`src/hw/m5_cfg_pkg.sv`:
```
package m5_cfg_pkg;

    // Memory extension and cartridge selection from the menu
    typedef logic [4:0] ram_mode_t;

    // Menu status word as delivered by the board wrapper
    typedef struct packed {
        logic [13:0] spare_hi;
        logic        reset_req;
        logic        border;
        logic [10:0] spare_lo;
        ram_mode_t   ram_mode;
    } m5_status_t;

    // Enable divider width
    localparam int CE_DIV_W = 5;

    // clk_sys cycles per sound tick
    localparam int PSG_DIV = 32;

    // Console reset hold time after the last cause clears
    localparam int RESET_STRETCH = 16;

endpackage

```
`src/hw/psg_pkg.sv`:
```
package psg_pkg;

    localparam int PSG_CHANNELS = 3;

    localparam int PERIOD_W = 10;
    localparam int ATTEN_W  = 4;
    localparam int AUDIO_W  = 11;

    // Attenuation value for a silent channel
    localparam logic [ATTEN_W-1:0] ATTEN_OFF = '1;

    // Register state of one tone channel
    typedef struct packed {
        logic [PERIOD_W-1:0] period;
        logic [ATTEN_W-1:0]  atten;
    } psg_chan_regs_t;

    // Output state of one tone channel
    typedef struct packed {
        logic               level;
        logic [ATTEN_W-1:0] atten;
    } psg_tone_t;

    // Amplitude per attenuation step, roughly 2 dB apart
    localparam logic [8:0] PSG_VOL_LUT [16] = '{
        9'd511, 9'd406, 9'd322, 9'd256,
        9'd203, 9'd162, 9'd128, 9'd102,
        9'd81,  9'd64,  9'd51,  9'd41,
        9'd32,  9'd26,  9'd20,  9'd0
    };

endpackage

```
`src/hw/clk_en_gen.sv`:
```
`timescale 1ns/1ps

module clk_en_gen (
    input  logic clk_sys,
    input  logic rst_n_i,
    output logic ce_10m7_o,
    output logic ce_5m3_o,
    output logic psg_tick_o
);

    import m5_cfg_pkg::*;

    localparam logic [CE_DIV_W-1:0] DIV_LAST = CE_DIV_W'(PSG_DIV - 1);

    logic [CE_DIV_W-1:0] div_q;

    always_ff @(posedge clk_sys or negedge rst_n_i) begin
        if (!rst_n_i) begin
            div_q <= '0;
        end else if (div_q == DIV_LAST) begin
            div_q <= '0;
        end else begin
            div_q <= div_q + 1'b1;
        end
    end

    // Registered decode, all enables share phase 0
    always_ff @(posedge clk_sys or negedge rst_n_i) begin
        if (!rst_n_i) begin
            ce_10m7_o  <= 1'b0;
            ce_5m3_o   <= 1'b0;
            psg_tick_o <= 1'b0;
        end else begin
            ce_10m7_o  <= (div_q[1:0] == 2'd0);
            ce_5m3_o   <= (div_q[2:0] == 3'd0);
            psg_tick_o <= (div_q == '0);
        end
    end

endmodule

```
`src/hw/sys_reset_ctrl.sv`:
```
`timescale 1ns/1ps

module sys_reset_ctrl (
    input  logic                   clk_sys,
    input  logic                   rst_n_i,
    input  m5_cfg_pkg::m5_status_t status_i,
    output logic                   sys_rst_n_o
);

    import m5_cfg_pkg::*;

    localparam int STRETCH_W = $clog2(RESET_STRETCH);
    localparam logic [STRETCH_W-1:0] STRETCH_LOAD = STRETCH_W'(RESET_STRETCH - 1);

    ram_mode_t            prev_mode_q;
    logic                 prev_valid_q;
    logic                 mode_changed;
    logic                 cause;
    logic [STRETCH_W-1:0] stretch_q;

    // First sample after board reset is not a change
    assign mode_changed = prev_valid_q && (status_i.ram_mode != prev_mode_q);
    assign cause        = mode_changed || status_i.reset_req;

    always_ff @(posedge clk_sys or negedge rst_n_i) begin
        if (!rst_n_i) begin
            prev_mode_q  <= '0;
            prev_valid_q <= 1'b0;
        end else begin
            prev_mode_q  <= status_i.ram_mode;
            prev_valid_q <= 1'b1;
        end
    end

    always_ff @(posedge clk_sys or negedge rst_n_i) begin
        if (!rst_n_i) begin
            stretch_q   <= STRETCH_LOAD;
            sys_rst_n_o <= 1'b0;
        end else if (cause) begin
            stretch_q   <= STRETCH_LOAD;
            sys_rst_n_o <= 1'b0;
        end else begin
            if (stretch_q != '0) begin
                stretch_q <= stretch_q - 1'b1;
            end
            sys_rst_n_o <= (stretch_q == '0);
        end
    end

    // Console reset is held for the full stretch after every cause
    a_stretch: assert property (
        @(posedge clk_sys) disable iff (!rst_n_i)
        cause |=> !sys_rst_n_o [*RESET_STRETCH]
    ) else $error("console reset released early");

endmodule

```
`src/hw/psg_reg_decoder.sv`:
```
`timescale 1ns/1ps

module psg_reg_decoder (
    input  logic                    clk_sys,
    input  logic                    rst_n_i,
    input  logic                    sys_rst_n_i,
    input  logic                    wr_i,
    input  logic [7:0]              data_i,
    output psg_pkg::psg_chan_regs_t regs_o [psg_pkg::PSG_CHANNELS]
);

    import psg_pkg::*;

    logic [1:0] last_ch_q;
    logic       last_tone_q;
    logic       latch_byte;
    logic [1:0] wr_ch;
    logic       regs_silent;

    assign latch_byte = data_i[7];
    assign wr_ch      = latch_byte ? data_i[6:5] : last_ch_q;

    always_ff @(posedge clk_sys or negedge rst_n_i) begin
        if (!rst_n_i) begin
            last_ch_q   <= '0;
            last_tone_q <= 1'b0;
            for (int i = 0; i < PSG_CHANNELS; i++) begin
                regs_o[i].period <= '0;
                regs_o[i].atten  <= ATTEN_OFF;
            end
        end else if (!sys_rst_n_i) begin
            last_ch_q   <= '0;
            last_tone_q <= 1'b0;
            for (int i = 0; i < PSG_CHANNELS; i++) begin
                regs_o[i].period <= '0;
                regs_o[i].atten  <= ATTEN_OFF;
            end
        end else if (wr_i) begin
            if (latch_byte) begin
                last_ch_q   <= data_i[6:5];
                last_tone_q <= !data_i[4];
            end
            // Channel 3 is the noise channel, not present here
            if (int'(wr_ch) < PSG_CHANNELS) begin
                if (latch_byte && data_i[4]) begin
                    regs_o[wr_ch].atten <= data_i[3:0];
                end else if (latch_byte) begin
                    regs_o[wr_ch].period[3:0] <= data_i[3:0];
                end else if (last_tone_q) begin
                    regs_o[wr_ch].period[9:4] <= data_i[5:0];
                end
            end
        end
    end

    always_comb begin
        regs_silent = 1'b1;
        for (int i = 0; i < PSG_CHANNELS; i++) begin
            if (regs_o[i].atten != ATTEN_OFF || regs_o[i].period != '0) begin
                regs_silent = 1'b0;
            end
        end
    end

    // Silent registers leave that state only through a write out of console reset
    a_no_wr_in_reset: assert property (
        @(posedge clk_sys) disable iff (!rst_n_i)
        regs_silent && !(wr_i && sys_rst_n_i) |=> regs_silent
    ) else $error("register write taken during console reset");

endmodule

```
`src/hw/psg_tone_channel.sv`:
```
`timescale 1ns/1ps

module psg_tone_channel (
    input  logic                    clk_sys,
    input  logic                    rst_n_i,
    input  logic                    sys_rst_n_i,
    input  logic                    tick_i,
    input  psg_pkg::psg_chan_regs_t regs_i,
    output psg_pkg::psg_tone_t      tone_o
);

    import psg_pkg::*;

    logic [PERIOD_W-1:0] cnt_q;
    logic [PERIOD_W-1:0] reload;
    logic                level_q;

    // Period 0 behaves like period 1
    assign reload = (regs_i.period == '0) ? PERIOD_W'(1) : regs_i.period;

    always_ff @(posedge clk_sys or negedge rst_n_i) begin
        if (!rst_n_i) begin
            cnt_q   <= '0;
            level_q <= 1'b0;
        end else if (!sys_rst_n_i) begin
            cnt_q   <= '0;
            level_q <= 1'b0;
        end else if (tick_i) begin
            if (cnt_q <= PERIOD_W'(1)) begin
                cnt_q   <= reload;
                level_q <= !level_q;
            end else begin
                cnt_q <= cnt_q - 1'b1;
            end
        end
    end

    assign tone_o = '{level: level_q, atten: regs_i.atten};

    // Each tick steps the countdown only once
    a_tick_pulse: assert property (
        @(posedge clk_sys) disable iff (!rst_n_i)
        tick_i |=> !tick_i
    ) else $error("sound tick held for more than one cycle");

endmodule

```
`src/hw/psg_mixer.sv`:
```
`timescale 1ns/1ps

module psg_mixer (
    input  logic                       clk_sys,
    input  logic                       rst_n_i,
    input  psg_pkg::psg_tone_t         tones_i [psg_pkg::PSG_CHANNELS],
    output logic [psg_pkg::AUDIO_W-1:0] audio_o
);

    import psg_pkg::*;

    // One spare bit to catch an overflowing sum
    logic [AUDIO_W:0] sum;

    always_comb begin
        sum = '0;
        for (int i = 0; i < PSG_CHANNELS; i++) begin
            if (tones_i[i].level) begin
                sum = sum + (AUDIO_W + 1)'(PSG_VOL_LUT[tones_i[i].atten]);
            end
        end
    end

    always_ff @(posedge clk_sys or negedge rst_n_i) begin
        if (!rst_n_i) begin
            audio_o <= '0;
        end else begin
            audio_o <= sum[AUDIO_W-1:0];
        end
    end

    a_no_overflow: assert property (
        @(posedge clk_sys) disable iff (!rst_n_i)
        sum < (AUDIO_W + 1)'(2 ** AUDIO_W)
    ) else $error("audio sum overflows the output word");

endmodule

```
`src/hw/m5_sound_top.sv`:
```
`timescale 1ns/1ps

module m5_sound_top (
    input  logic                        clk_sys,
    input  logic                        rst_n_i,
    input  m5_cfg_pkg::m5_status_t      status_i,
    input  logic                        psg_wr_i,
    input  logic [7:0]                  psg_data_i,
    output logic                        ce_10m7_o,
    output logic                        ce_5m3_o,
    output logic                        sys_rst_n_o,
    output logic [psg_pkg::AUDIO_W-1:0] audio_o
);

    import psg_pkg::*;

    logic           psg_tick;
    psg_chan_regs_t chan_regs [PSG_CHANNELS];
    psg_tone_t      tones     [PSG_CHANNELS];

    clk_en_gen i_clk_en_gen (
        .clk_sys    (clk_sys),
        .rst_n_i    (rst_n_i),
        .ce_10m7_o  (ce_10m7_o),
        .ce_5m3_o   (ce_5m3_o),
        .psg_tick_o (psg_tick)
    );

    sys_reset_ctrl i_sys_reset_ctrl (
        .clk_sys     (clk_sys),
        .rst_n_i     (rst_n_i),
        .status_i    (status_i),
        .sys_rst_n_o (sys_rst_n_o)
    );

    // CPU side is reduced to a byte write strobe
    psg_reg_decoder i_psg_reg_decoder (
        .clk_sys     (clk_sys),
        .rst_n_i     (rst_n_i),
        .sys_rst_n_i (sys_rst_n_o),
        .wr_i        (psg_wr_i),
        .data_i      (psg_data_i),
        .regs_o      (chan_regs)
    );

    for (genvar i = 0; i < PSG_CHANNELS; i++) begin : g_chan
        psg_tone_channel i_psg_tone_channel (
            .clk_sys     (clk_sys),
            .rst_n_i     (rst_n_i),
            .sys_rst_n_i (sys_rst_n_o),
            .tick_i      (psg_tick),
            .regs_i      (chan_regs[i]),
            .tone_o      (tones[i])
        );
    end

    psg_mixer i_psg_mixer (
        .clk_sys (clk_sys),
        .rst_n_i (rst_n_i),
        .tones_i (tones),
        .audio_o (audio_o)
    );

endmodule

```
`config.mk`:
```
export PLATFORM = sky130hd
export DESIGN_NAME = m5_sound_top
export DESIGN_NICKNAME = d
export VERILOG_FILES = /design/src/hw/m5_cfg_pkg.sv /design/src/hw/psg_pkg.sv /design/src/hw/clk_en_gen.sv /design/src/hw/sys_reset_ctrl.sv /design/src/hw/psg_reg_decoder.sv /design/src/hw/psg_tone_channel.sv /design/src/hw/psg_mixer.sv /design/src/hw/m5_sound_top.sv
export SDC_FILE = /design/constraint.sdc
export NUM_CORES = 1
export LEC_CHECK = 0
export ABC_CLOCK_PERIOD_IN_PS = 5500
export BUFFER_PORTS_ARGS = -buffer_cell sky130_fd_sc_hd__buf_2
export CAP_MARGIN = 25
export CORE_AREA = 2 2 99 125
export CTS_CLUSTER_SIZE = 8
export DETAILED_ROUTE_END_ITERATION = 10
export DIE_AREA = 0 0 101 127
export GPL_TIMING_DRIVEN = 0
export PLACE_DENSITY = 0.8
export SLEW_MARGIN = 15
export SYNTH_ARGS = -nofsm -noshare
export SYNTH_HDL_FRONTEND = slang
export SYNTH_SLANG_ARGS = --single-unit
```
`constraint.sdc`:
```
create_clock -name clk_sys -period 5.5 [get_ports clk_sys]
set_clock_uncertainty 0.2 [all_clocks]
set_input_delay 0.825 -clock clk_sys [delete_from_list [all_inputs] [get_ports clk_sys]]
set_output_delay 0.825 -clock clk_sys [all_outputs]
set_load 0.05 [all_outputs]
```
==> Word level (Yosys, flattened, before mapping) <==
Memories as Yosys holds them, arrays and structs flattened.
Index checks and enable logic that the tools add are counted.
{ "op_classes": {"order_cmp": 9, "n_reduce_logical": 22, "n_mux": 55, "shifts": 0, "eq_ne": 10, "n_div": 0, "bitwise": 4, "n_mul": 0, "addsub": 7} }
{ "ops": {"columns": ["cell", "n"], "rows": [
  ["$mux W42", 6],
  ["$mux W10", 13],
  ["$bwmux W42", 3],
  ["$demux W14 S2", 3],
  ["$mux W9", 7],
  ["$le A10 B1 Y1 const B", 3],
  ["$logic_not A10 Y1", 3],
  ["$sub A10 B1 Y10 const B", 3],
  ["$ge A5 B5 Y1 const B", 3],
  ["$not A4 Y5", 3],
  ["$mux W14", 1],
  ["$mux W1", 13],
  ["$mux W4", 3],
  ["$add A11 B9 Y11", 1],
  ["$mux W11", 1],
  ["$add A9 B9 Y10", 1],
  ["$mux W8", 1],
  ["$ne A2 B1 Y1 const B", 4],
  ["$reduce_and A2 Y1", 4],
  ["$mux W2", 3],
  ["$ne A2 B2 Y1 const B", 3],
  ["$add A5 B1 Y5 const B", 1],
  ["$eq A5 B5 Y1 const B", 1],
  ["$logic_not A5 Y1", 1],
  ["17 further kinds", 22]
]} }
{ "word_totals": {"register_bits": 108, "rom_bits": 432, "out_inout_bits": 14, "elab_cells": 133, "inputBits": 43, "ramBits": 0, "latch_bits": 0, "memories": 3} }
{ "mem_list": {"columns": ["memory", "depth", "word_bits", "read_ports", "rd_clocked_by_memory_dff", "wr", "line", "rtl"], "rows": [
  ["(name not given)", 16, 9, 1, 0, 0, "psg_mixer.sv:19", "sum = sum + (AUDIO_W + 1)'(PSG_VOL_LUT[tones_i[i].atten]);"],
  ["(name not given)", 16, 9, 1, 0, 0, "psg_mixer.sv:19", null],
  ["(name not given)", 16, 9, 1, 0, 0, "psg_mixer.sv:19", null]
]} }

==> Logic depth before layout (Yosys ltp) <==
{ "logic_depth": {"ltp_word": 13, "ltp_mapped": 20, "depth_no_buf": 20} }

==> By module <==
Synthesis repeated with hierarchy kept, for this count alone.
{ "hier_totals": {"hier_cells": 790, "hier_area_um2": 7432.1} }
{ "modules_own_cells": {"columns": ["module", "n_inst", "area_per_inst_um2", "cells_per_inst", "seq_area_each_um2"], "rows": [
  ["psg_mixer", 1, 2150.8, 270, 275.3],
  ["psg_reg_decoder", 1, 1988.2, 174, 1141.1],
  ["psg_tone_channel (g_chan[1].i_psg_tone_channel ...)", 2, 788.3, 91, 275.3],
  ["psg_tone_channel (g_chan[0].i_psg_tone_channel)", 1, 892.1, 98, 275.3],
  ["sys_reset_ctrl", 1, 509.2, 43, 280.3],
  ["clk_en_gen", 1, 315.3, 23, 200.2]
]} }

==> Worst setup path after synthesis <==
Ideal clock, no wire load.
{ "synth_timing": {"path_type": "register -> register", "startpoint": "register i_psg_reg_decoder.regs_o[29] in the netlist's numbering", "endpoint": "register i_psg_mixer.audio_o[8] in the netlist's numbering", "stages_incl_launch_ff": 20, "required_time_ns": 5.175, "setup_slack_ns": 1.501, "arrival_time_ns": 3.674, "setup_ns": 0.125, "synth_period_minus_slack_ns": 3.999, "n_path_buf": 0, "cell_sequence": "dfstp_2 > inv_1 > ha_1 > o22ai_1 > and2_1 > ha_1 > inv_1 > fa_1 > nand2b_1 > nand2b_1 > a21oi_1 > xnor2_1 > mux2_2 > ha_1 > nand2_1 > o21bai_1 > a21boi_1 > o41ai_1 > xnor2_1 > mux2_2"} }
{ "synth_between": {"elab_chain_cells": 9} }
{ "synth_rtl": {"columns": ["item", "line", "rtl"], "rows": [
  ["start: declaration", "psg_reg_decoder.sv:9", "output psg_pkg::psg_chan_regs_t regs_o [psg_pkg::PSG_CHANNELS]"],
  ["$not A4 Y5 (not written as such) (*)", "psg_mixer.sv:19", null],
  ["$mem_v2 Z16 W9 (*)", null, null],
  ["$mux W9 (not written as such) (*) (2 in series)", "psg_mixer.sv:19", null],
  ["$mux W9 (*)", "psg_mixer.sv:18", "if (tones_i[i].level) begin"],
  ["$add A9 B9 Y10", "psg_mixer.sv:19", null],
  ["$mux W10 (*)", "psg_mixer.sv:18", null],
  ["$add A11 B9 Y11", "psg_mixer.sv:19", null],
  ["$mux W11 (*)", "psg_mixer.sv:18", null],
  ["via i_psg_mixer.sum[8]", "psg_mixer.sv:13", "logic [AUDIO_W:0] sum;"],
  ["end signal: assignment", "psg_mixer.sv:28", "audio_o <= sum[AUDIO_W-1:0];"],
  ["end: declaration", "psg_mixer.sv:7", "output logic [psg_pkg::AUDIO_W-1:0] audio_o"]
]} }
Mark *: on every way through the listed nets, which the timed path passes. The rest lies on a longest branch. The select of a mux whose other input is x is not followed.
A chain may end at the register's enable or synchronous reset.

==> Worst setup path in the final report <==
{ "layout_timing": {"startpoint": "register i_psg_reg_decoder.regs_o[28] in the netlist's numbering", "endpoint": "register i_psg_mixer.audio_o[8] in the netlist's numbering"} }
The elaborated chain is that of the path after synthesis.

==> results_dict.tcl <==
set metrics [dict create \
    drive_gt1_frac 0.1255 \
    wirelength_um 16460 \
    crit_type "register to register" \
    ys_warn_count 0 \
    grt_pass1_vias 5773 \
    fin_crit_sh 0.8114 \
    port-buffer-count 24 \
    required_ns 5.53 \
    timing.fmax_ghz 0.2241 \
    netlist-cell-type-count 69 \
    yosys-top-cells-area "dfrtp_1 33%, ha_1 8.6%, mux2i_1 6.5%" \
    end_kind "register" \
    drt_first_iter_violations 439 \
    h-tree-depth 3 \
    core-area_um2 11560 \
    vias 5746 \
    place_congestion 0.9143 \
    rows 44 \
    yosys.area.top_type_share 0.3301 \
    holdWs_ns 0.2098 \
    p_int_mw 1.139 \
    syn-mean-instance-area_um2 9.129 \
    synth_common_cells "93 x nor2_1, 92 x dfrtp_1, 63 x a21oi_1" \
    cts_hold_buf 0 \
    netlist_instances 764 \
    worst_slew_pin_slew_ns 0.7531 \
    synth.net_count 857 \
    p_switching_mw 0.3465 \
    cts_buffer_depth 2 \
    seqPwrFrac 0.538 \
    place_ws_ns 1.061 \
    die_area_um2 12830 \
    synth_seq_area_share 0.3904 \
    irDropWorstVdd_v 0.0001672 \
    synth_edf_count 0 \
    path_delay_family "compound AO/OA/AOI/OAI gates" \
    gr-total-overflow 0 \
    antenna_found_initial 0 \
    io_pins 57 \
    period_minus_slack_ns 4.463 \
    crit_top_cell "ha_1" \
    avgRoutedWirePerCell_um 17.45 \
    busiest_layer "met2" \
    slowest_delay_ns 0.61 \
    numCtsBuffers 9 \
    die_w_um 101 \
    swShare 0.2333 \
    synth.cell_area_um2 6974 \
    fin_ws_ns 1.037 \
    slowest_stage "dfstp_2" \
    die_h_um 127 \
    crit_path_cell_trace "inv_1 -> ha_1 -> nand2_1 -> o21ai_0 -> o211ai_1 -> inv_1 -> ha_1 -> a21o_1 -> a211oi_1 -> nor2_1 -> mux2_2 -> ha_1 -> nand2_1 -> o21bai_1 -> a21boi_1 -> o41ai_1 -> xnor2_1 -> mux2_2" \
    grt_use_met1 0.3102 \
    hold_viol 0 \
    fin_setup_tns_ns 0 \
    synth_most_common_cell "nor2_1" \
    grt_pass1_wl_um 26980 \
    p_leak_nw 3.454 \
    fin_nets 893 \
    clk_latency_ns 0.35 \
    root_buffer "clkbuf_16" \
    cts_setup_buffers 0 \
    ys.flop_type "dfrtp_1" \
    ys_ff_latch 108 \
    grt_use_met3 0.02899 \
    cp_max_fo 7 \
    clock_sinks 108 \
    vias_per_cell 6.093 \
    stdcell_area_um2 7592 \
    placed_cell_area_um2 7301 \
    grt_use_met2 0.4886 \
    pwr-share-comb 0.032 \
    p_per_area_nw_per_um2 195.6 \
    drv_slew 0 \
    clkPwrFrac 0.429 \
    cts_tree "yes" \
    max_cap_viol_count 0 \
    grt_max_degree 59 \
    hpwl_um 12190 \
    startpoint_type "register" \
    start_util 0.6032 \
    first_pass_iters 5 \
    setup_viol 0 \
    cp.arrival_ns 4.49 \
    drc_errors 0 \
    post_cts_resized 0 \
    synthToLayoutAreaGrowth_pct 8.863 \
    synth_top_area_cell "dfrtp_1" \
    ant_nets 0 \
    hp-class "input pin to asynchronous set/reset pin" \
    async_reset_ff_frac 1.000 \
    path_buf_inv 2 \
    status "complete, no violations" \
    slew_headroom 0.4979 \
    antennaDiodeCount 0 \
    rsz0062_at_grt "false" \
    track_usage 0.2663 \
    path_clk_slew_ns 0.07 \
]
==> cell usage in the layout, fill, tap and decap left out, types with 5 or more instances in the layout <==
master and instances:
a211oi_1 10, a21oi_1 63, a31oi_1 5, buf_2 29, clkbuf_1 25, clkbuf_16 9, dfrtp_1 92, dfstp_2 16
ha_1 48, inv_1 38, mux2_2 19, mux2i_1 45, nand2_1 62, nand2b_1 14, nand3_1 23, nand3b_1 5
nor2_1 93, nor2b_1 9, nor3_1 25, o211ai_1 21, o21ai_0 32, o21ai_1 10, or3_1 5, xnor2_1 13
xor2_1 7
==> cell type report <==
| type | count | area [um2] |
|---|---|---|
| inverter | 38 | 142.6 |
| clock buffer | 10 | 239.0 |
| tap | 138 | 172.7 |
| buffer | 36 | 150.1 |
| sequential | 108 | 2723 |
| fill | 942 | 3969 |
| multi-input combinational | 582 | 3959 |
| timing repair buffer | 25 | 153.9 |
| clock inverter | 6 | 52.55 |
==> power by group through the flow <==
stage / logic (mW) / registers (mW) / clock network [mW]
3_3_place_gp: 0.0440 / 0.814 / 0
5_1_grt: 0.0543 / 0.800 / 0.673
4_1_cts: 0.0489 / 0.799 / 0.642
3_5_place_dp: 0.0489 / 0.815 / 0
6_report: 0.0479 / 0.799 / 0.638
2_1_floorplan: 0.0168 / 0.814 / 0
==> sequential cells by signal, indices dropped and copies added, names as in the netlist <==
register                           cells
g_chan.i_psg_tone_channel.level_q      3
i_sys_reset_ctrl.prev_valid_q          1
i_clk_en_gen.psg_tick_o                1
i_psg_reg_decoder.last_ch_q            2
i_sys_reset_ctrl.sys_rst_n_o           1
i_psg_mixer.audio_o                   11
i_clk_en_gen.ce_5m3_o                  1
i_sys_reset_ctrl.stretch_q             4
i_psg_reg_decoder.last_tone_q          1
i_clk_en_gen.div_q                     5
i_sys_reset_ctrl.prev_mode_q           5
i_psg_reg_decoder.regs_o              42
i_clk_en_gen.ce_10m7_o                 1
g_chan.i_psg_tone_channel.cnt_q       30
==> kinds of logic after synthesis <==
| group | count (synthesis) | share of synthesized area |
|---|---|---|
| fa+ha+maj | 50 | 0.09186 |
| compound gates | 179 | 0.1616 |
| other cells | 1 | 0.0005377 |
| flops | 108 | 0.3904 |
| xor+xnor | 20 | 0.02512 |
| buf+inv | 74 | 0.04198 |
| mux | 65 | 0.09849 |
| simple gates | 267 | 0.1900 |
==> worst paths after layout <==
path                                          endpoint  cells past startpoint                         start  slack [ns]
min                             i_psg_mixer.audio_o[8]                      1                       rst_n_i        0.21
max                             i_psg_mixer.audio_o[8]                     18  i_psg_reg_decoder.regs_o[28]        1.04
min reg2reg                    i_clk_en_gen.psg_tick_o                      1         i_clk_en_gen.div_q[4]        0.25
min in group clk_sys           i_clk_en_gen.psg_tick_o                      1         i_clk_en_gen.div_q[4]        0.25
max in group asynchronous  i_psg_reg_decoder.regs_o[1]                      2                       rst_n_i        4.21
max reg2reg                     i_psg_mixer.audio_o[8]                     18  i_psg_reg_decoder.regs_o[28]        1.04
==> layer usage <==
layer	vias up	share of wire
li1	2773	-
met1	2743	0.40
met2	179	0.53
met3	51	0.038
met4	0	0.034
met5	-	0
==> through the flow <==
step / cells / total power [mW] / utilization
2_1_floorplan: 764 / 0.8311 / -
3_3_place_gp: 926 / 0.8585 / 0.6286
3_5_place_dp: 927 / 0.8635 / 0.6315
4_1_cts: 943 / 1.490 / 0.6567
5_1_grt: 943 / 1.527 / 0.6567
6_report: 943 / 1.485 / 0.6567
(Power assumes the default switching activity.)
